File: config.mk
export PLATFORM = sky130hd
export DESIGN_NAME = dcache_data_bank
export DESIGN_NICKNAME = d
export VERILOG_FILES = /design/src/rtl/dcache_pkg.sv /design/src/rtl/dcache_data_bank.sv
export SDC_FILE = /design/constraint.sdc
export NUM_CORES = 2
export LEC_CHECK = 0
export ABC_AREA = 0
export BUFFER_PORTS_ARGS = -buffer_cell sky130_fd_sc_hd__buf_2
export CAP_MARGIN = 20
export CELL_PAD_IN_SITES_DETAIL_PLACEMENT = 1
export CELL_PAD_IN_SITES_GLOBAL_PLACEMENT = 2
export CORE_MARGIN = 2
export CORE_UTILIZATION = 40
export CTS_CLUSTER_SIZE = 25
export DETAILED_ROUTE_END_ITERATION = 7
export PLACE_DENSITY_LB_ADDON = 0.1
export SYNTH_ARGS = -nofsm -noshare
export SYNTH_HDL_FRONTEND = slang
export SYNTH_SLANG_ARGS = --single-unit
File: constraint.sdc
create_clock -name clk_i -period 11.5 [get_ports clk_i]
set_clock_uncertainty 0.2 [all_clocks]
set_input_delay 2.3 -clock clk_i [delete_from_list [all_inputs] [get_ports clk_i]]
set_output_delay 2.3 -clock clk_i [all_outputs]
set_load 0.05 [all_outputs]
File: src/rtl/dcache_pkg.sv
`default_nettype none

package dcache_pkg;

  ////////////////////
  // cache geometry
  ////////////////////

  // read ports competing for the arrays
  localparam int unsigned NUM_PORTS   = 3;
  // associativity
  localparam int unsigned NUM_WAYS    = 4;
  // one bank per word of a line
  localparam int unsigned NUM_BANKS   = 4;
  localparam int unsigned WORD_WIDTH  = 32;
  localparam int unsigned WORD_BYTES  = 4;
  localparam int unsigned NUM_SETS    = 16;
  localparam int unsigned TAG_WIDTH   = 8;
  // data word plus one parity bit per byte
  localparam int unsigned PWORD_WIDTH = WORD_WIDTH + WORD_BYTES;

  ////////////////////
  // vector types
  ////////////////////

  typedef logic [WORD_WIDTH-1:0]  word_t;
  typedef logic [WORD_BYTES-1:0]  be_t;
  typedef logic [PWORD_WIDTH-1:0] pword_t;
  typedef logic [TAG_WIDTH-1:0]   tag_t;
  typedef logic [$clog2(NUM_SETS)-1:0] idx_t;

  // upper bits pick the bank, lower bits the byte
  typedef logic [$clog2(NUM_BANKS*WORD_BYTES)-1:0] off_t;

  typedef logic [$clog2(NUM_BANKS)-1:0] bank_sel_t;
  typedef logic [NUM_BANKS-1:0]         bank_oh_t;
  typedef logic [NUM_WAYS-1:0]          way_oh_t;
  typedef logic [NUM_PORTS-1:0]         port_oh_t;
  typedef logic [$clog2(NUM_PORTS)-1:0] port_sel_t;

  // full line as written by a refill
  typedef logic [NUM_BANKS*WORD_WIDTH-1:0] line_t;
  typedef logic [NUM_BANKS*WORD_BYTES-1:0] line_be_t;

endpackage

`default_nettype wire

File: src/rtl/dcache_data_bank.sv
`timescale 1ns/1ns
`default_nettype none

module dcache_data_bank (
  input  logic                                       clk_i,
  input  logic                                       req_i,
  input  logic                                       we_i,
  input  dcache_pkg::idx_t                           idx_i,
  input  dcache_pkg::way_oh_t                        way_we_i,
  input  dcache_pkg::be_t   [dcache_pkg::NUM_WAYS-1:0] be_i,
  input  dcache_pkg::word_t [dcache_pkg::NUM_WAYS-1:0] wdata_i,
  output dcache_pkg::word_t [dcache_pkg::NUM_WAYS-1:0] rdata_o,
  output dcache_pkg::be_t   [dcache_pkg::NUM_WAYS-1:0] err_o
);

  import dcache_pkg::*;

  // byte b sits in bits [9b+7:9b], its parity in bit 9b+8
  pword_t [NUM_WAYS-1:0] pwdata;
  pword_t [NUM_WAYS-1:0] prdata_q;

  // one entry per set and way
  pword_t mem_q [NUM_SETS][NUM_WAYS];

  ////////////////////
  // parity codec
  ////////////////////

  for (genvar w = 0; w < NUM_WAYS; w++) begin : gen_way
    for (genvar b = 0; b < WORD_BYTES; b++) begin : gen_byte
      // even parity over each byte
      assign pwdata[w][b*9 +: 8] = wdata_i[w][b*8 +: 8];
      assign pwdata[w][b*9 + 8]  = ^wdata_i[w][b*8 +: 8];

      assign rdata_o[w][b*8 +: 8] = prdata_q[w][b*9 +: 8];
      // odd count over data and parity means a flipped bit
      assign err_o[w][b] = ^prdata_q[w][b*9 +: 9];
    end
  end

  ////////////////////
  // storage
  ////////////////////

  always_ff @(posedge clk_i) begin : p_write
    if (req_i && we_i) begin
      for (int unsigned w = 0; w < NUM_WAYS; w++) begin
        for (int unsigned b = 0; b < WORD_BYTES; b++) begin
          // only enabled bytes of enabled ways change
          if (way_we_i[w] && be_i[w][b]) begin
            mem_q[idx_i][w][b*9 +: 9] <= pwdata[w][b*9 +: 9];
          end
        end
      end
    end
  end

  // readout lands one cycle after the request
  always_ff @(posedge clk_i) begin : p_read
    if (req_i && !we_i) begin
      for (int unsigned w = 0; w < NUM_WAYS; w++) begin
        prdata_q[w] <= mem_q[idx_i][w];
      end
    end
  end

endmodule

`default_nettype wire

==> flow_metrics.py <==
metrics = {
    "drt": {
        "vias": 43200,
        "ant_nets": 0,
        "finalWirelength_mm": 242,
        "dr.pass1.iters": 5,
        "drc": 0,
        "wl_per_cell_um": 30.4,
        "drt_iter0_drc": 3898,
        "via_per_inst": 5.42,
    },
    "flow_run": {
        "maxCapViolations": 0,
    },
    "power_and_ir_drop": {
        "powerDensity_nw_per_um2": 183,
        "switchingPower_w": 0.00432,
        "power_frac_seq_pct": 51.2,
        "p_leak_nw": 33.6,
        "total_power_w": 0.0196,
        "pwr-share-clk_pct": 42.6,
        "intPower_w": 0.0153,
        "pwr-share-comb_pct": 6.2,
        "ir_worst_vdd_v": 0.000103,
        "switching_share_pct": 22.0,
    },
    "global_routing": {
        "antenna_found_initial": 42,
        "grt_pass1_vias": 46600,
        "globalRouteOverflowTotal": 0,
        "grt_usage_pct": 20.1,
        "grt_pass1_wl_mm": 349,
        "grt_max_degree": 131,
    },
    "clocking": {
        "path_clk_slew_ns": 0.06,
        "clock_sinks": 2448,
        "cts_tree": "yes",
        "h-tree-depth": 5,
        "cts_made_buffers": 282,
        "holdBufCountCts": 0,
        "insertion_delay_ns": 0.91,
        "cts_resized": 0,
        "post-cts-setup-buffers": 0,
        "root_buffer": "clkbuf_16",
        "clockBufferDepth": 4,
    },
    "synth": {
        "synth_xor_area_share_pct": 2.30,
        "synth_seq_cells": 2448,
        "synthCells": 4334,
        "synth_compound_gate_area_share_pct": 2.28,
        "netlist_area_um2": 94700,
        "yosys_warnings": 0,
        "synth_simple_gate_area_share_pct": 1.79,
        "synth_fp_nets": 4489,
        "synth_area_per_cell_um2": 21.9,
        "yosys.cell_types.count": 18,
        "synth_top_family_by_area": "multiplexers",
        "seq_area_frac_synth_pct": 77.6,
        "synthAdderAreaFrac_pct": 0,
        "synth_mux_area_share_pct": 13.7,
    },
    "floorplanning": {
        "rows": 178,
        "die_w_um": 491,
        "core_um2": 235000,
        "initial_core_util_pct": 40.2,
        "top_level_ports": 299,
        "dieArea_um2": 241000,
        "chipHeight_um": 491,
    },
    "placed_design": {
        "place_congestion": 0.745,
        "portBuffers": 298,
        "dp_hpwl_mm": 146,
    },
    "hold_path": {
        "hold_path_class": "flip-flop to flip-flop",
    },
    "sta": {
        "maxSlewViolCount": 0,
        "slew_headroom_pct": 26.5,
        "setup_viol": 0,
        "rsz0062_at_grt": "false",
        "final_hold_viol_count": 0,
        "fmax_mhz": 179,
        "period_minus_slack_ns": 5.60,
        "tns_ns": 0,
        "worst_slew_pin_slew_ns": 1.10,
        "post-route-period-util_pct": 48.7,
    },
    "critical_path": {
        "crit_fanout": 3,
        "path_cells": "xnor2_1 > xnor3_1 > xnor2_1 > buf_2",
        "required_ns": 9.00,
        "critPathKind": "flip-flop to primary output",
        "cp_common_cell": "xnor2_1",
        "cp-start-kind": "flip-flop",
        "cp_data_arrival_time_ns": 3.10,
        "slowest_delay_ns": 0.60,
        "endpoint_kind": "primary output",
        "critical_path.slowest_cell": "edfxtp_1",
    },
    "finish": {
        "syn_to_final_growth_pct": 13.1,
        "post-route-util_pct": 45.5,
        "drive_gt1_share_pct": 27.5,
        "layout.nets": 4780,
    },
    "status": {
        "status": "complete, no violations",
    },
}
==> final timing paths <==
kind / start / endpoint / slack, ns / depth (start not counted)
max: rdata_o[26] / err_o[3] / 5.90 / 4
min: mem_q[3][38] / rdata_o[66] / 0.54 / 3
max reg2reg: mem_q[11][141] / rdata_o[30] / 9.61 / 3
min reg2reg: mem_q[3][38] / rdata_o[66] / 0.54 / 3
==> per-stage QoR <==
stage / std cells / worst slack, ns / hold slack, ns / area [µm²]
5_1_grt: 7966 / 5.64 / 0.569 / 107000
3_5_place_dp: 7485 / 4.81 / 0.534 / 98700
6_report: 7970 / 5.90 / 0.539 / 107000
3_3_place_gp: 7481 / 4.82 / 0.531 / 98600
2_1_floorplan: 4334 / 1.95 / 0.510 / 94700
4_1_cts: 7955 / 5.79 / 0.547 / 107000
==> cells by family (layout without fill, tap and decap cells) <==
kind of cell,Yosys count,after routing
other,0,9
AOI/OAI and AO/OA,288,288
and+or+nand+nor,444,444
muxes,576,576
xor gates and xnor gates,224,224
buffers and inverters,354,831
DFF,2448,2448
==> flip-flops by register name (all words and copies together), names as in the netlist <==
signal / flops
mem_q: 2304
prdata_q: 16
rdata_o: 128
==> critical path, delay by kind of cell (launching register included) <==
kind / cells / cell delay, ns
xor+xnor: 3 / 1.21
flops: 1 / 0.60
buf+inv: 1 / 0.38
==> power groups by stage <==
stage	clock (W)	sequential (W)	combinational (W)
finish	0.00833	0.0100	0.00122
global route	0.00885	0.0100	0.00131
CTS	0.00853	0.0100	0.00126
detailed placement	0	0.0102	0.00126
global placement	0	0.0102	0.00124
floorplan	0	0.0102	0.000759
==> cell usage in the layout (no fill, tap or decap) <==
| cell type | count |
|---|---|
| buf_8 | 2 |
| buf_2 | 296 |
| clkinv_8 | 2 |
| buf_6 | 5 |
| buf_12 | 9 |
| clkinv_2 | 41 |
| nand2_2 | 12 |
| clkinv_1 | 58 |
| xor2_1 | 32 |
| diode_2 | 9 |
| clkinvlp_4 | 7 |
| xnor2_1 | 167 |
| clkbuf_1 | 57 |
| xnor3_1 | 16 |
| xnor2_2 | 9 |
| nor2b_4 | 3 |
| nand3_2 | 4 |
| nor2_1 | 257 |
| and3_1 | 4 |
| mux4_2 | 576 |
| edfxtp_1 | 2448 |
| inv_6 | 2 |
| clkbuf_16 | 289 |
| nor2b_1 | 1 |
| bufinv_16 | 14 |
| and2b_1 | 1 |
| nor2_4 | 1 |
| a22oi_1 | 288 |
| and2_4 | 1 |
| buf_4 | 49 |
| nand2_1 | 160 |
==> cell type report <==
class | instances | area [µm²]
clock buffers | 346 | 7450
flip-flops and latches | 2448 | 73500
clock inverters | 124 | 946
multi-input cells | 1532 | 19200
well taps | 3150 | 3940
repair buffers | 361 | 2120
fillers | 21300 | 128000
diodes | 9 | 22.5
==> cells in the mapped netlist, drive strengths merged <==
cell | instances | share of area [%]
edfxtp | 2448 | 78
mux4 | 576 | 14
a22oi | 288 | 2.3
nor2 | 258 | 1.0
buf | 244 | 1.9
xnor2 | 176 | 1.6
nand2 | 172 | 0.68
clkbuf | 110 | 0.44
xor2 | 32 | 0.30
xnor3 | 16 | 0.38
and3 | 4 | 0.026
nand3 | 4 | 0.021
nor2b | 4 | 0.026
and2 | 1 | 0.0066
and2b | 1 | 0.0079
==> metal layers <==
metal  GRT usage, %  wire length, µm
met5              0              125
met1           27.9           105000
met4           4.76             5010
met3           3.40            12200
met2           33.4           120000
Note: power is estimated with default switching activity, not from simulation.
