$ cat src/rtl/dcache_pkg.sv
`default_nettype none

package dcache_pkg;

  ////////////////////
  // cache geometry
  ////////////////////

  // read ports competing for the arrays
  localparam int unsigned NUM_PORTS   = 3;
  // associativity
  localparam int unsigned NUM_WAYS    = 4;
  // one bank per word of a line
  localparam int unsigned NUM_BANKS   = 4;
  localparam int unsigned WORD_WIDTH  = 32;
  localparam int unsigned WORD_BYTES  = 4;
  localparam int unsigned NUM_SETS    = 16;
  localparam int unsigned TAG_WIDTH   = 8;
  // data word plus one parity bit per byte
  localparam int unsigned PWORD_WIDTH = WORD_WIDTH + WORD_BYTES;

  ////////////////////
  // vector types
  ////////////////////

  typedef logic [WORD_WIDTH-1:0]  word_t;
  typedef logic [WORD_BYTES-1:0]  be_t;
  typedef logic [PWORD_WIDTH-1:0] pword_t;
  typedef logic [TAG_WIDTH-1:0]   tag_t;
  typedef logic [$clog2(NUM_SETS)-1:0] idx_t;

  // upper bits pick the bank, lower bits the byte
  typedef logic [$clog2(NUM_BANKS*WORD_BYTES)-1:0] off_t;

  typedef logic [$clog2(NUM_BANKS)-1:0] bank_sel_t;
  typedef logic [NUM_BANKS-1:0]         bank_oh_t;
  typedef logic [NUM_WAYS-1:0]          way_oh_t;
  typedef logic [NUM_PORTS-1:0]         port_oh_t;
  typedef logic [$clog2(NUM_PORTS)-1:0] port_sel_t;

  // full line as written by a refill
  typedef logic [NUM_BANKS*WORD_WIDTH-1:0] line_t;
  typedef logic [NUM_BANKS*WORD_BYTES-1:0] line_be_t;

endpackage

`default_nettype wire

$ cat src/rtl/dcache_tag_array.sv
`timescale 1ns/1ns
`default_nettype none

module dcache_tag_array (
  input  logic                                      clk_i,
  input  dcache_pkg::way_oh_t                       req_i,
  input  logic                                      we_i,
  input  dcache_pkg::idx_t                          idx_i,
  input  dcache_pkg::tag_t                          tag_i,
  input  dcache_pkg::way_oh_t                       vld_i,
  output dcache_pkg::tag_t [dcache_pkg::NUM_WAYS-1:0] tag_o,
  output dcache_pkg::way_oh_t                       vld_o
);

  import dcache_pkg::*;

  // entry layout: {valid copy 1, valid copy 0, tag parity, tag}
  typedef logic [TAG_WIDTH+2:0] tag_entry_t;

  tag_entry_t [NUM_WAYS-1:0] wentry;
  tag_entry_t [NUM_WAYS-1:0] rentry_q;

  tag_entry_t mem_q [NUM_SETS][NUM_WAYS];

  // valid bit stored twice, tag carries even parity
  for (genvar w = 0; w < NUM_WAYS; w++) begin : gen_way
    assign wentry[w] = {vld_i[w], vld_i[w], ^tag_i, tag_i};

    assign tag_o[w] = rentry_q[w][TAG_WIDTH-1:0];

    // both copies set and tag parity clean, anything else reads invalid
    assign vld_o[w] = rentry_q[w][TAG_WIDTH+2] & rentry_q[w][TAG_WIDTH+1]
                    & ~(^rentry_q[w][TAG_WIDTH:0]);
  end

  ////////////////////
  // storage
  ////////////////////

  always_ff @(posedge clk_i) begin : p_write
    for (int unsigned w = 0; w < NUM_WAYS; w++) begin
      if (req_i[w] && we_i) begin
        mem_q[idx_i][w] <= wentry[w];
      end
    end
  end

  // same read latency as the data banks
  always_ff @(posedge clk_i) begin : p_read
    for (int unsigned w = 0; w < NUM_WAYS; w++) begin
      if (req_i[w] && !we_i) begin
        rentry_q[w] <= mem_q[idx_i][w];
      end
    end
  end

endmodule

`default_nettype wire

$ cat config.mk
export PLATFORM = sky130hd
export DESIGN_NAME = dcache_tag_array
export DESIGN_NICKNAME = d
export VERILOG_FILES = /design/src/rtl/dcache_pkg.sv /design/src/rtl/dcache_tag_array.sv
export SDC_FILE = /design/constraint.sdc
export NUM_CORES = 1
export LEC_CHECK = 0
export BUFFER_PORTS_ARGS = -buffer_cell sky130_fd_sc_hd__buf_2
export CELL_PAD_IN_SITES_DETAIL_PLACEMENT = 1
export CELL_PAD_IN_SITES_GLOBAL_PLACEMENT = 2
export CORE_AREA = 2 2 260 262
export DETAILED_ROUTE_END_ITERATION = 10
export DIE_AREA = 0 0 262 264
export PLACE_DENSITY_LB_ADDON = 0.1
export SLEW_MARGIN = 30
export SYNTH_ARGS = -nofsm -noshare
export SYNTH_HDL_FRONTEND = slang
export SYNTH_SLANG_ARGS = --single-unit
$ cat constraint.sdc
create_clock -name clk_i -period 4.2 [get_ports clk_i]
set_clock_uncertainty 0.05 [all_clocks]
set_input_delay 0.21 -clock clk_i [delete_from_list [all_inputs] [get_ports clk_i]]
set_output_delay 0.21 -clock clk_i [all_outputs]
set_load 0.03 [all_outputs]
==> flow_summary.toml, run 1 <==
[status]
status = "completed"

[synthesis]
synth-edff-count = 680
synth_area_per_cell_um2 = 22.0
syn_area_mm2 = 0.0262
yosys.cell_types.count = 21
synth.most_common_cell = "edfxtp_1"
ys_async_sr_fraction_pct = 0
syn_nets = 1215
synth_cells = 1193
synthTopCellsByCount = "edfxtp_1 (680), mux4_2 (160), a22oi_1 (80), nor2_1 (62), nand2_1 (61)"
synth_area_leaders = "edfxtp_1 (78%), mux4_2 (14%), a22oi_1 (2.3%)"
synth_largest_area_cell = "edfxtp_1"
synth_seq_area_share_pct = 77.9
synth_top_area_share_pct = 77.9
ys_warn_count = 0
synth_flop_cell = "edfxtp_1"
ys_seq_elements = 680

[timing]
period_share_pct = 60.3
fin_setup_tns_ns = 0
setup_viol = 0
worstMarginPinSlew_ns = 0.906
fmax_mhz = 395
slew_headroom_pct = 39.6
hold_viol_final = 0
slew_violations = 0
finalWorstSetupSlack_ns = 1.67
fin_crit_ns = 2.53
rsz0062_at_grt = "false"

[clock_tree]
cts.path.max_buffers = 3
root_buffer = "clkbuf_16"
numCtsBuffers = 74
cts_tree = "built"
cts-resized-gates = 0
htree_levels = 3
post-cts-setup-buffer-count = 0
clk-insertion-delay-late_ns = 0.62
cts_sinks = 680
cts.clk_slew.worst_paths_ns = 0.05

[drt]
via_per_inst = 5.39
drt_iter0_drc = 924
drc_errors = 0
first_pass_iters = 4
finalWirelength_um = 65100
avgRoutedWirePerCell_um = 29.3
antenna_left = 0
vias = 11988

[global_routing]
grt-ovfl-total = 0
grt_pass1_vias = 12922
grt_use_total_pct = 19.4
antenna_found_initial = 2
grt_pass1_wl_um = 94900
grt_max_degree = 69

[placement]
hpwl_um = 37700
place_ws_ns = 1.34
place.gp.congestion = 0.700
numPortBuffers = 57

[die]
num_rows = 95
die-width_um = 262
die_h_um = 264
die_area_mm2 = 0.0692
core_area_mm2 = 0.0666
initial_utilization_pct = 39.4
io_pins = 58

[worst_hold_path]
hold_class = "input pin to flip-flop"

[critical_path]
cp-startpoint = "tag_o[1]$_DFFE_PP_"
start_kind = "flip-flop"
worstPathArrival_ns = 2.27
path_class = "flip-flop to primary output"
crit_end = "vld_o[0]"
r2r-end = "tag_o[5]$_DFFE_PP_"
r2r_setup_slack_ns = 2.54
critPathRequiredTime_ns = 3.94
reg2reg_depth = 3
crit_path_end_kind = "primary output"
r2r-start = "mem_q[15][38]$_DFFE_PP_"
cp_max_fo = 2

[cells_and_area]
layout-drive-gt1-share_pct = 30.3
area_delta_synth_final_pct = 14.3
finalNetCount = 1325
post-route-util_pct = 45.0
antennaDiodeCount = 0

[power_and_ir_drop]
power_density_mw_per_mm2 = 492
irDropWorstVdd_mv = 0.349
leakage_nw = 9.58

[flow_run]
cap_violations = 0
==> worst min-delay path by stage <==
| stage | slack [ns] | from | to | cells after the start |
|---|---|---|---|---|
| floorplan | 0.26 | tag_i[0] | mem_q[0][0]$_DFFE_PP_ | 0 |
| global placement | 0.56 | tag_i[1] | mem_q[4][12]$_DFFE_PP_ | 1 |
| detailed placement | 0.55 | tag_i[1] | mem_q[5][12]$_DFFE_PP_ | 1 |
| CTS | 0.06 | req_i[0] | tag_o[0]$_DFFE_PP_ | 2 |
| global route | 0.06 | req_i[0] | tag_o[2]$_DFFE_PP_ | 2 |
| finish | 0.07 | req_i[0] | tag_o[0]$_DFFE_PP_ | 2 |
==> sequential cells by signal, summed over array words and instances, names as in the netlist <==
signal,flops
mem_q,640
tag_o,32
rentry_q,8
==> layer usage <==
layer	track usage, %	vias up	routed length [um]
met1	28.2	6585	29900
met2	30.9	202	32100
met4	4.63	4	899
li1	-	5131	-
met3	2.94	66	2230
met5	0	-	27
==> cells in the final DEF (no fill, tap or decap) <==
cell	count
edfxtp_1	680
mux4_2	160
clkbuf_16	81
a22oi_1	80
buf_4	65
nand2_1	61
buf_2	55
nor2_1	39
nor2_2	22
clkbuf_1	19
clkinv_1	18
xnor2_1	13
xor2_1	5
dlygate4sd3_1	5
nor4_2	4
xor3_1	4
inv_1	4
or2_2	4
xnor3_1	4
mux2i_1	4
nor2b_2	4
nand3_1	3
bufinv_16	3
clkinv_2	3
nor2b_4	2
nor2b_1	2
buf_6	2
and2_2	1
nor2_4	1
xnor2_2	1
buf_8	1
buf_12	1
==> report_power, final <==
part	switching [W]	leakage, nW	internal [W]
Sequential	0.0000321	6.15	0.00766
Clock	0.00254	1.10	0.00365
Combinational	0.000575	2.33	0.000288
==> cell families after synthesis <==
| logic type | synth area share [%] |
|---|---|
| mux | 13.9 |
| flops | 77.9 |
| buf+inv | 2.35 |
| xor+xnor | 1.34 |
| simple gates | 2.22 |
| compound gates | 2.29 |
==> critical path, cell delays in order (launching register included) <==
cell and delay (ns):
edfxtp_1 0.48, xor3_1 0.47, or2_2 0.28, mux2i_1 0.20
buf_2 0.25
==> stage by stage <==
stage          instance area [um2]  std cells  hold WS [ns]  total power [W]
2_1_floorplan                26200       1193         0.259          0.00833
3_3_place_gp                 27600       2094         0.555          0.00870
3_5_place_dp                 27600       2095         0.550          0.00872
4_1_cts                      30000       2224        0.0564           0.0149
5_1_grt                      30000       2224        0.0581           0.0152
6_report                     30000       2224        0.0723           0.0147
==> timing repair <==
action | CTS | global route
endpoints found under the hold margin | 66 | 0
hold buffers | 5 | 0
setup endpoints to repair | 0 | 0
==> cell type report <==
type / count / area [um2]
sequential: 680 / 20400
timing repair buffer: 129 / 871
multi-input combinational: 414 / 5300
clock inverter: 24 / 173
inverter: 4 / 15.0
tap: 873 / 1090
fill: 6063 / 36600
clock buffer: 100 / 2100
(Power assumes the default switching activity.)
==> inputs of run 2 (changes only) <==
==> constraint.sdc (replaced) <==
create_clock -name clk_i -period 2.32 [get_ports clk_i]
set_clock_uncertainty 0.05 [all_clocks]
set_input_delay 0.116 -clock clk_i [delete_from_list [all_inputs] [get_ports clk_i]]
set_output_delay 0.116 -clock clk_i [all_outputs]
set_load 0.03 [all_outputs]
==> run 2 against run 1 <==
  * Count of clock-buffer cells in the layout fell by 12
  * Critical path type unchanged
  * Core utilization grew 1.0 points
  * Wire length is 5.8% lower
  * Die area stayed put
  * Sequential cell count is the same
  * Design area increased by 2.3%
==> flow_summary.toml, run 2 (synthesis results as in run 1) <==
[status]
status = "completed"

[flow_run]
cap_violations = 0

[critical_path]
reg2reg_depth = 3
cp_max_fo = 2
worstPathArrival_ns = 2.13
start_kind = "flip-flop"
cp_slowest_cell = "edfxtp_1"
r2r-start = "mem_q[12][29]$_DFFE_PP_"
critPathRequiredTime_ns = 2.15
path_class = "flip-flop to primary output"
r2r-end = "tag_o[15]$_DFFE_PP_"
path_delay_family = "XOR/XNOR gates"
cp_num_cells = 4
max_stage_delay_ns = 0.44
r2r_setup_slack_ns = 0.66
crit_path_end_kind = "primary output"
crit_chain = "xor2_1 > xnor3_1 > mux2i_4 > buf_6"
crit_buf_inv = 1

[die]
die_h_um = 264
die_area_mm2 = 0.0692
die-width_um = 262
core_area_mm2 = 0.0666
num_rows = 95
io_pins = 58
initial_utilization_pct = 39.4

[timing]
period_share_pct = 98.8
fin_setup_tns_ns = 0
setup_viol = 0
worstMarginPinSlew_ns = 0.872
rsz0062_at_grt = "true"
fin_worst_hold_slack_ns = 0.0286
fin_crit_ns = 2.29
fmax_mhz = 436
slew_violations = 0
slew_headroom_pct = 41.7
hold_viol_final = 0

[worst_hold_path]
holdCritStartpoint = "req_i[2]"
worstHoldPathCells = 3
hold_class = "input pin to flip-flop"
holdPathEnd = "mem_q[8][18]$_DFFE_PP_"

[power_and_ir_drop]
power_density_mw_per_mm2 = 884
irDropWorstVdd_mv = 0.762
power_w = 0.0271
leakage_nw = 9.97

[drt]
vias = 12030
drc_errors = 0
antenna_left = 0
drt_iter0_drc = 928
finalWirelength_um = 61300
avgRoutedWirePerCell_um = 26.8
via_per_inst = 5.26
first_pass_iters = 5

[clock_tree]
cts_tree = "built"
cts_sinks = 680
clk-insertion-delay-late_ns = 0.62
root_buffer = "clkbuf_16"
htree_levels = 3
numCtsBuffers = 75
cts.clk_slew.worst_paths_ns = 0.06
cts.path.max_buffers = 3

[global_routing]
grt-ovfl-total = 0
grt_max_degree = 65
antenna_found_initial = 0
grt_pass1_vias = 13275
grt_pass1_wl_um = 91200
grt_use_total_pct = 18.4

[cells_and_area]
post-route-util_pct = 46.0
stdcell_count = 2286
largest_reg_flops = 640
regArea_mm2 = 0.0204
final_common_cell = "edfxtp_1"
final_cell_mix = "edfxtp_1 (680), mux4_2 (160), buf_4 (110), a22oi_1 (80), clkbuf_16 (76)"
layout-drive-gt1-share_pct = 33.1
largest_register = "mem_q"
area_delta_synth_final_pct = 16.9
multiInputGateArea_mm2 = 0.00530
finalNetCount = 1380
n_fill_cell = 6087

[placement]
dp.cells = 2143
hpwl_um = 38200
numPortBuffers = 57
place.gp.congestion = 0.720
[run 2: metrics by stage]
step,setup slack (ns),area [um2]
floorplan,0.0661,26200
global placement,0.143,28100
detailed placement,0.127,28100
CTS,-0.0268,30600
global route,-0.0563,30600
finish,0.0283,30600
[run 2: worst max-delay path by stage]
stage	start	to
finish	tag_o[2]$_DFFE_PP_	vld_o[0]
CTS	tag_o[2]$_DFFE_PP_	vld_o[0]
global route	tag_o[0]$_DFFE_PP_	vld_o[0]
floorplan	idx_i[1]	mem_q[3][0]$_DFFE_PP_
global placement	idx_i[0]	mem_q[9][29]$_DFFE_PP_
detailed placement	idx_i[1]	mem_q[8][16]$_DFFE_PP_
[run 2: cell type report]
| type | count | share of cell area (%) |
|---|---|---|
| Tap cell | 873 | 3.56 |
| Timing Repair Buffer | 183 | 4.76 |
| Clock inverter | 43 | 1.34 |
| Inverter | 4 | 0.0490 |
| Multi-Input combinational cell | 414 | 17.3 |
| Antenna cell | 1 | 0.00816 |
| Clock buffer | 88 | 6.35 |
| Sequential cell | 680 | 66.6 |
[run 2: metal layers]
layer	GRT usage, %	wire length, um	vias up
met5	0	0	-
met4	4.75	1310	0
met3	3.18	1800	84
met2	30.0	30400	175
met1	25.7	27800	6520
li1	-	-	5251
[run 2: what timing repair did]
item / CTS / global route
endpoints found under the setup margin: 2 / 4
hold buffers: 4 / 0
endpoints found under the hold margin: 64 / 0
setup buffers: 4 / 3
pin swaps: 2 / 2
gates resized for setup: 6 / 6
[run 2: worst min-delay path: cells and delay by family]
kind / cells / cell delay (ns)
and+or+nand+nor: 2 / 0.25
buffers and inverters: 1 / 0.13
[run 2: where the power goes]
part	switching [W]	leakage [nW]	internal, W
Clock	0.00475	1.15	0.00678
Sequential	0.0000577	6.15	0.0139
Combinational	0.00100	2.67	0.000634
