[config.mk]
export PLATFORM = sky130hd
export DESIGN_NAME = dcache_hit_select
export DESIGN_NICKNAME = d
export VERILOG_FILES = /design/src/rtl/dcache_pkg.sv /design/src/rtl/dcache_hit_select.sv
export SDC_FILE = /design/constraint.sdc
export NUM_CORES = 1
export LEC_CHECK = 0
export BUFFER_PORTS_ARGS = -buffer_cell sky130_fd_sc_hd__buf_2
export CAP_MARGIN = 20
export CORE_AREA = 5 5 265 267
export DETAILED_ROUTE_END_ITERATION = 16
export DIE_AREA = 0 0 270 272
export PLACE_DENSITY = 0.37
export SETUP_SLACK_MARGIN = 0.1
export SLEW_MARGIN = 20
export SYNTH_ARGS = -nofsm -noshare
export SYNTH_HDL_FRONTEND = slang
export SYNTH_SLANG_ARGS = --single-unit
[constraint.sdc]
create_clock -name clk_i -period 6.72 [get_ports clk_i]
set_clock_uncertainty 0.15 [all_clocks]
set_input_delay 0.672 -clock clk_i [delete_from_list [all_inputs] [get_ports clk_i]]
set_output_delay 0.672 -clock clk_i [all_outputs]
set_load 0.005 [all_outputs]
[src/rtl/dcache_pkg.sv]
`default_nettype none

package dcache_pkg;

  ////////////////////
  // cache geometry
  ////////////////////

  // read ports competing for the arrays
  localparam int unsigned NUM_PORTS   = 3;
  // associativity
  localparam int unsigned NUM_WAYS    = 4;
  // one bank per word of a line
  localparam int unsigned NUM_BANKS   = 4;
  localparam int unsigned WORD_WIDTH  = 32;
  localparam int unsigned WORD_BYTES  = 4;
  localparam int unsigned NUM_SETS    = 16;
  localparam int unsigned TAG_WIDTH   = 8;
  // data word plus one parity bit per byte
  localparam int unsigned PWORD_WIDTH = WORD_WIDTH + WORD_BYTES;

  ////////////////////
  // vector types
  ////////////////////

  typedef logic [WORD_WIDTH-1:0]  word_t;
  typedef logic [WORD_BYTES-1:0]  be_t;
  typedef logic [PWORD_WIDTH-1:0] pword_t;
  typedef logic [TAG_WIDTH-1:0]   tag_t;
  typedef logic [$clog2(NUM_SETS)-1:0] idx_t;

  // upper bits pick the bank, lower bits the byte
  typedef logic [$clog2(NUM_BANKS*WORD_BYTES)-1:0] off_t;

  typedef logic [$clog2(NUM_BANKS)-1:0] bank_sel_t;
  typedef logic [NUM_BANKS-1:0]         bank_oh_t;
  typedef logic [NUM_WAYS-1:0]          way_oh_t;
  typedef logic [NUM_PORTS-1:0]         port_oh_t;
  typedef logic [$clog2(NUM_PORTS)-1:0] port_sel_t;

  // full line as written by a refill
  typedef logic [NUM_BANKS*WORD_WIDTH-1:0] line_t;
  typedef logic [NUM_BANKS*WORD_BYTES-1:0] line_be_t;

endpackage

`default_nettype wire

[src/rtl/dcache_hit_select.sv]
`timescale 1ns/1ns
`default_nettype none

module dcache_hit_select (
  input  logic                                        clk_i,
  input  logic                                        rst_ni,
  input  logic                                        lookup_i,
  input  dcache_pkg::port_sel_t                       rd_sel_i,
  input  dcache_pkg::off_t                            rd_off_i,
  input  dcache_pkg::tag_t [dcache_pkg::NUM_PORTS-1:0]  rd_tag_i,
  input  dcache_pkg::tag_t [dcache_pkg::NUM_WAYS-1:0]   tag_i,
  input  dcache_pkg::way_oh_t                         vld_i,
  input  dcache_pkg::word_t
         [dcache_pkg::NUM_BANKS-1:0][dcache_pkg::NUM_WAYS-1:0] bank_rdata_i,
  input  dcache_pkg::be_t
         [dcache_pkg::NUM_BANKS-1:0][dcache_pkg::NUM_WAYS-1:0] bank_err_i,
  output dcache_pkg::way_oh_t                         rd_vld_bits_o,
  output dcache_pkg::way_oh_t                         rd_hit_oh_o,
  output dcache_pkg::word_t                           rd_data_o,
  output logic                                        rd_err_o
);

  import dcache_pkg::*;

  // lookup state of the grant one cycle back
  logic      lookup_q;
  port_sel_t sel_q;
  off_t      off_q;
  tag_t      rd_tag;
  bank_sel_t bank_q;

  always_ff @(posedge clk_i or negedge rst_ni) begin : p_regs
    if (!rst_ni) begin
      lookup_q <= 1'b0;
      sel_q    <= '0;
      off_q    <= '0;
    end else begin
      lookup_q <= lookup_i;
      sel_q    <= rd_sel_i;
      off_q    <= rd_off_i;
    end
  end

  // requester supplies its tag in this cycle
  assign rd_tag = rd_tag_i[sel_q];
  assign bank_q = bank_sel_t'(off_q >> $clog2(WORD_BYTES));

  ////////////////////
  // tag compare
  ////////////////////

  assign rd_vld_bits_o = vld_i;

  for (genvar w = 0; w < NUM_WAYS; w++) begin : gen_cmp
    assign rd_hit_oh_o[w] = lookup_q & vld_i[w] & (tag_i[w] == rd_tag);
  end

  // and-or mux over the hit ways of the addressed bank
  always_comb begin : p_word_sel
    rd_data_o = '0;
    rd_err_o  = 1'b0;
    for (int unsigned w = 0; w < NUM_WAYS; w++) begin
      if (rd_hit_oh_o[w]) begin
        rd_data_o = rd_data_o | bank_rdata_i[bank_q][w];
        // parity error only matters on the word we return
        rd_err_o  = rd_err_o | (|bank_err_i[bank_q][w]);
      end
    end
  end

endmodule

`default_nettype wire

==> flow_summary.ini, run 1 <==
[worst_setup_path]
path_class = register to output port
worstSetupEndpointType = output port
cp.arrival_ps = 4050
critPathMaxFanout = 23
cp-start-kind = register
crit_required_ps = 5900
slowest_stage = dfrtp_1
cp_slowest_stage_delay_ps = 840
path_cells = mux2i_2, o21ai_0, xor2_1, nor4_4, nand2_2, buf_4, o2111ai_1, buf_2

[clock_tree]
cts_setup_buffers = 0
cts-root-buf = clkbuf_16
clockBufferDepth = 2
clock_sinks = 5
ctsResizeCount = 0
clk_pin_slew_ps = 40
htree_levels = 1
numCtsBuffers = 3
tritoncts = done
hold_buffers = 0

[yosys]
ys_warn_count = 0
synth_cell_types = 44
seq_area_frac_synth = 0.02219
synth_edf_count = 0
synthFlopType = dfrtp_1
synth_area_per_cell_um2 = 11.23
async_flop_share = 1.000
synthCells = 502
ys_seq_elements = 5
synth_nets = 1147
synthesis.area_mm2 = 0.005639

[die]
row_count = 96
io_pins = 686
start_util = 0.08309
core_mm2 = 0.06787
fp.dieH_um = 272
die_area_mm2 = 0.07344
die_w_um = 270

[global_routing]
grt_util_all_layers = 0.1096
antenna_found_initial = 12
grt_pass1_vias = 8819
grt_max_degree = 69
grt_overflow = 0
grt_pass1_wl_um = 60380

[sta]
setup_viol = 0
grt_setup_unrepaired = no
fin_crit_ps = 4870
hold_viol_final = 0
fmax_mhz = 205.3
final_max_slew_viol_count = 0
min_period_over_period = 0.7247
worstMarginPinSlew_ps = 1159
max_slew_margin = 0.2275
setup-tns-final_ps = 0

[detailed_routing]
vias = 7927
wl_per_cell_um = 21.68
wl_um = 43830
drtIter0Drc = 427
drc = 0
ant_nets = 0
firstDrtPassIters = 4
avgViaCountPerCell = 3.920

[place]
dp_hpwl_um = 38570
io_buffers = 683
globalplace.congestion = 0.9090

[power_and_ir_drop]
power_density_mw_per_mm2 = 70.12
power_uw = 703.3
p_leak_uw = 0.004371
ir_worst_vdd_mv = 0.05266

[finish]
layout-drive-gt1-share = 0.7704
synthToLayoutAreaGrowth_pct = 77.86
fillers = 7775
layout.nets = 1783

[job]
drv_cap = 0

[worst_hold_path]
hp-class = input port to asynchronous set/reset pin

[run_status]
status = finished, final reports clean
sequential cells by signal (all words and copies together), names as in the netlist:
name / count
off_q: 2
sel_q: 2
lookup_q: 1
cell families after synthesis:
family,share of synthesized area
XOR/XNOR,0.04659
flip-flops,0.02219
buffers and inverters,0.06789
AO/OA/AOI/OAI,0.09230
multiplexers,0.5531
AND/OR/NAND/NOR,0.2179
critical path: cells and delay by family, from the launching register on:
family	cells	cell delay [ps]
AND/OR/NAND/NOR	2	960
flip-flops	1	840
buffers and inverters	2	640
AO/OA/AOI/OAI	2	630
multiplexers	1	430
XOR/XNOR	1	240
routing by layer:
metal	up-vias	global-route usage	routed length (um)
met5	-	0	22
met2	501	0.1971	22200
met4	4	0.02981	1317
met3	56	0.02132	3168
met1	3906	0.1336	17120
li1	3460	-	-
layout by cell type (no fill, tap or decap), types with 2 or more instances in the layout:
master and n:
xor2_1 23, buf_2 683, a31oi_1 2, o221ai_1 2, o21ai_2 2, o21ai_1 2
nand4b_1 7, buf_4 17, mux2i_1 6, nor2b_1 3, nand2b_1 5, dfrtp_1 3
nor3b_1 2, nand3_1 64, nand2_1 37, xnor2_1 7, and3_1 3, nor4bb_1 3
clkbuf_16 3, o2111ai_1 12, o22ai_1 2, mux2i_4 2, mux2i_2 3, o2111ai_2 20
nand4_1 33, mux4_2 132, and2_1 2, diode_2 3, nor4_4 5, nand3b_1 8
nor2_1 5, nor4_1 16, o21ai_0 5, nor3_1 4, nor3_4 2, dfrtp_4 2
synthesized netlist by cell type, drive strengths merged, types with 2 or more instances:
master | instances | area [um2]
a31oi | 2 | 12.51
and2 | 2 | 12.51
and3 | 4 | 25.02
buf | 44 | 285.3
clkbuf | 26 | 97.59
dfrtp | 5 | 125.1
mux2i | 11 | 146.4
mux4 | 132 | 2973
nand2 | 38 | 145.1
nand2b | 5 | 31.28
nand3 | 64 | 320.3
nand3b | 8 | 60.06
nand4 | 33 | 206.5
nand4b | 7 | 61.31
nor2 | 5 | 18.77
nor2b | 3 | 18.77
nor3 | 6 | 46.30
nor3b | 2 | 15.01
nor4 | 21 | 206.5
nor4bb | 3 | 30.03
o2111ai | 32 | 405.4
o21ai | 9 | 52.55
o221ai | 2 | 17.52
o22ai | 2 | 12.51
xnor2 | 7 | 61.31
xor2 | 23 | 201.4
stage by stage:
step / setup WS [ps] / std cells / util / hold WS [ps] / area, um2
2_1_floorplan: 3834 / 502 / - / 226.4 / 5639
3_3_place_gp: 2036 / 2015 / 0.1465 / 348.7 / 9942
3_5_place_dp: 1991 / 2015 / 0.1465 / 348.9 / 9942
4_1_cts: 1734 / 2019 / 0.1477 / 109.4 / 10020
5_1_grt: 1574 / 2020 / 0.1477 / 113.9 / 10020
6_report: 1850 / 2022 / 0.1478 / 106.3 / 10030
layout make-up:
type                    instances  area [um2]  area share
repair buffers                701        3566      0.3555
well taps                     882        1104      0.1100
multi-input cells             427        5140      0.5125
flip-flops and latches          5       132.6     0.01322
clock buffers                   3       75.07    0.007485
diodes                          3       7.507   0.0007485
clock inverters                 1       5.005   0.0004990
power by group:
part | internal, uW | leakage [uW] | total [uW] | switching (uW)
logic | 297 | 0.00427 | 559 | 263
registers | 32.1 | 0.0000565 | 43.2 | 11.2
clock network | 78.0 | 0.0000409 | 101 | 22.7
how the worst max path moves through the flow:
stage | from | endpoint | slack, ps | cells after the start
final | sel_q[1]$_DFF_PN0_ | rd_data_o[31] | 1850 | 8
after global routing | sel_q[1]$_DFF_PN0_ | rd_data_o[31] | 1570 | 8
after CTS | sel_q[1]$_DFF_PN0_ | rd_data_o[31] | 1730 | 8
after detailed placement | sel_q[1]$_DFF_PN0_ | rd_data_o[31] | 1990 | 8
after global placement | sel_q[1]$_DFF_PN0_ | rd_data_o[31] | 2040 | 8
after floorplan | rd_tag_i[17] | rd_data_o[10] | 3830 | 7
Power figures use the tool's default switching activity.
==> inputs of run 2 (changes only) <==
--- a/config.mk
+++ b/config.mk
@@ -10,7 +10,7 @@
 export CORE_AREA = 5 5 265 267
 export DETAILED_ROUTE_END_ITERATION = 16
 export DIE_AREA = 0 0 270 272
-export PLACE_DENSITY = 0.37
+export PLACE_DENSITY = 0.38
 export SETUP_SLACK_MARGIN = 0.1
 export SLEW_MARGIN = 20
 export SYNTH_ARGS = -nofsm -noshare
==> constraint.sdc (replaced) <==
create_clock -name clk_i -period 4 [get_ports clk_i]
set_clock_uncertainty 0.15 [all_clocks]
set_input_delay 0.4 -clock clk_i [delete_from_list [all_inputs] [get_ports clk_i]]
set_output_delay 0.4 -clock clk_i [all_outputs]
set_load 0.005 [all_outputs]
==> run 2 against run 1 <==
Net effect:
- non-clock buffer count grew 14
- largest cell class unchanged
- worst hold slack gained 23 ps
- critical path type unchanged
- critical path depth grew 1
- clock power grew 62%
- highest routed layer unchanged
- wire length grew 4.0%
- cell count grew 0.64%
- first-iteration DRC count grew 16%
- combinational power grew 75%
- die area is the same
- critical endpoint is now rd_data_o[8]
- global-route usage grew 0.47 points
- design area grew 1.7%
==> flow_summary.ini, run 2 (synthesis results as in run 1) <==
[run_status]
status = finished, final reports clean

[global_routing]
grt_pass1_vias = 8794
grt_pass1_wl_um = 62270
grt_util_all_layers = 0.1143
antenna_found_initial = 9
grt_max_degree = 67
grt_overflow = 0

[sta]
setup_viol = 0
fin_crit_ps = 3679
min_period_over_period = 0.9198
max_slew_margin = 0.5378
grt_setup_unrepaired = no
fin_ws_ps = 320.7
setup-tns-final_ps = 0
hold_slack_ps = 129.8
fmax_mhz = 271.8
worstMarginPinSlew_ps = 686.9
hold_viol_final = 0
final_max_slew_viol_count = 0

[worst_setup_path]
path_class = register to output port
crit_cells = 9
crit_start = sel_q[1]$_DFF_PN0_
cpMostUsedCell = buf_4
critPathMaxFanout = 26
cp_top_family = buffers and inverters
worst-path-buf-inv = 3
cp-start-kind = register
cp.arrival_ps = 3130
crit_required_ps = 3450
slowest_stage = nor4_4
worstSetupEndpointType = output port
path_cells = buf_4, mux2i_2, o21ai_0, xor2_1, nor4_4, nand2_2, buf_4, o2111ai_2, buf_2
cp_slowest_stage_delay_ps = 470
crit_end = rd_data_o[8]

[finish]
seq_area_um2 = 132.6
postLayoutCoreUtil = 0.1502
synthToLayoutAreaGrowth_pct = 80.81
layout.nets = 1797
layout-drive-gt1-share = 0.7715
fillers = 7757
multi_input_area_mm2 = 0.005140
mostFrequentLayoutCell = buf_2
reg_top3 = off_q: 2 flops, sel_q: 2 flops, lookup_q: 1 flops
final_cell_mix = 683 x buf_2, 132 x mux4_2, 64 x nand3_1

[detailed_routing]
wl_um = 45590
wl_per_cell_um = 22.40
vias = 7906
firstDrtPassIters = 5
ant_nets = 0
avgViaCountPerCell = 3.885
drc = 0
drtIter0Drc = 496

[clock_tree]
ctsResizeCount = 0
cts-root-buf = clkbuf_16
clockBufferDepth = 2
clock_sinks = 5
numCtsBuffers = 3
htree_levels = 1
tritoncts = done
clk_pin_slew_ps = 30

[power_and_ir_drop]
power_density_mw_per_mm2 = 118.3
pwr-share-comb = 0.813
intPower_uw = 703.0
p_leak_uw = 0.004460
sw_frac_of_total = 0.4174
pwr-share-clk = 0.136
ir_worst_vdd_mv = 0.1166
seqPwrFrac = 0.052
switching_power_uw = 503.6

[die]
die_w_um = 270
die_area_mm2 = 0.07344
core_mm2 = 0.06787
row_count = 96
fp.dieH_um = 272
io_pins = 686
start_util = 0.08309

[place]
dp_slack_ps = 519.6
globalplace.congestion = 0.9474
dp_hpwl_um = 40700
io_buffers = 683

[job]
drv_cap = 0

[worst_hold_path]
hp-class = input port to register
## run 2: changes by cell type in the layout (fill, tap and decap cells not counted)
cell           before  now
buf_12              1    6
buf_4              17   25
clkbuf_1            0    1
clkinv_2            1    0
diode_2             3    2
dlygate4sd3_1       0    1
## run 2: what timing repair did
action / in CTS / in global routing
buffers inserted: 0 / 0
hold buffers: 1 / 0
endpoints found under the hold margin: 5 / 0
## run 2: worst min path at each step
stage | cells after the start | startpoint | endpoint
floorplan | 0 | rst_ni | lookup_q$_DFF_PN0_
global placement | 1 | rst_ni | lookup_q$_DFF_PN0_
detailed placement | 1 | rst_ni | lookup_q$_DFF_PN0_
CTS | 1 | lookup_i | lookup_q$_DFF_PN0_
global route | 1 | rd_sel_i[1] | sel_q[1]$_DFF_PN0_
finish | 1 | rd_sel_i[1] | sel_q[1]$_DFF_PN0_
## run 2: per-layer routing
layer / vias to the layer above / global-route usage / share of wire
met5: - / 0 / 0.0013
met4: 10 / 0.02073 / 0.019
met3: 38 / 0.02475 / 0.074
met2: 479 / 0.2035 / 0.51
met1: 3889 / 0.1436 / 0.40
li1: 3490 / - / -
## run 2: stage by stage
| step | cell area, um2 | power, uW | std cells |
|---|---|---|---|
| 2_1_floorplan | 5639 | 516.2 | 502 |
| 3_3_place_gp | 10100 | 1051 | 2028 |
| 3_5_place_dp | 10100 | 1055 | 2028 |
| 4_1_cts | 10190 | 1226 | 2033 |
| 5_1_grt | 10190 | 1286 | 2034 |
| 6_report | 10200 | 1207 | 2035 |
## run 2: power groups by stage
stage	sequential [uW]	combinational (uW)	clock (uW)
2_1_floorplan	55.2	461	0
5_1_grt	63.9	1050	170
6_report	62.5	980	164
3_3_place_gp	63.7	987	0
4_1_cts	63.2	997	166
3_5_place_dp	63.9	991	0
## run 2: final cells by class
| cell class | instances | area share |
|---|---|---|
| repair buffers | 715 | 0.3664 |
| diodes | 2 | 0.0004909 |
| clock buffers | 4 | 0.007731 |
| flip-flops and latches | 5 | 0.01301 |
| well taps | 882 | 0.1082 |
| multi-input cells | 427 | 0.5041 |
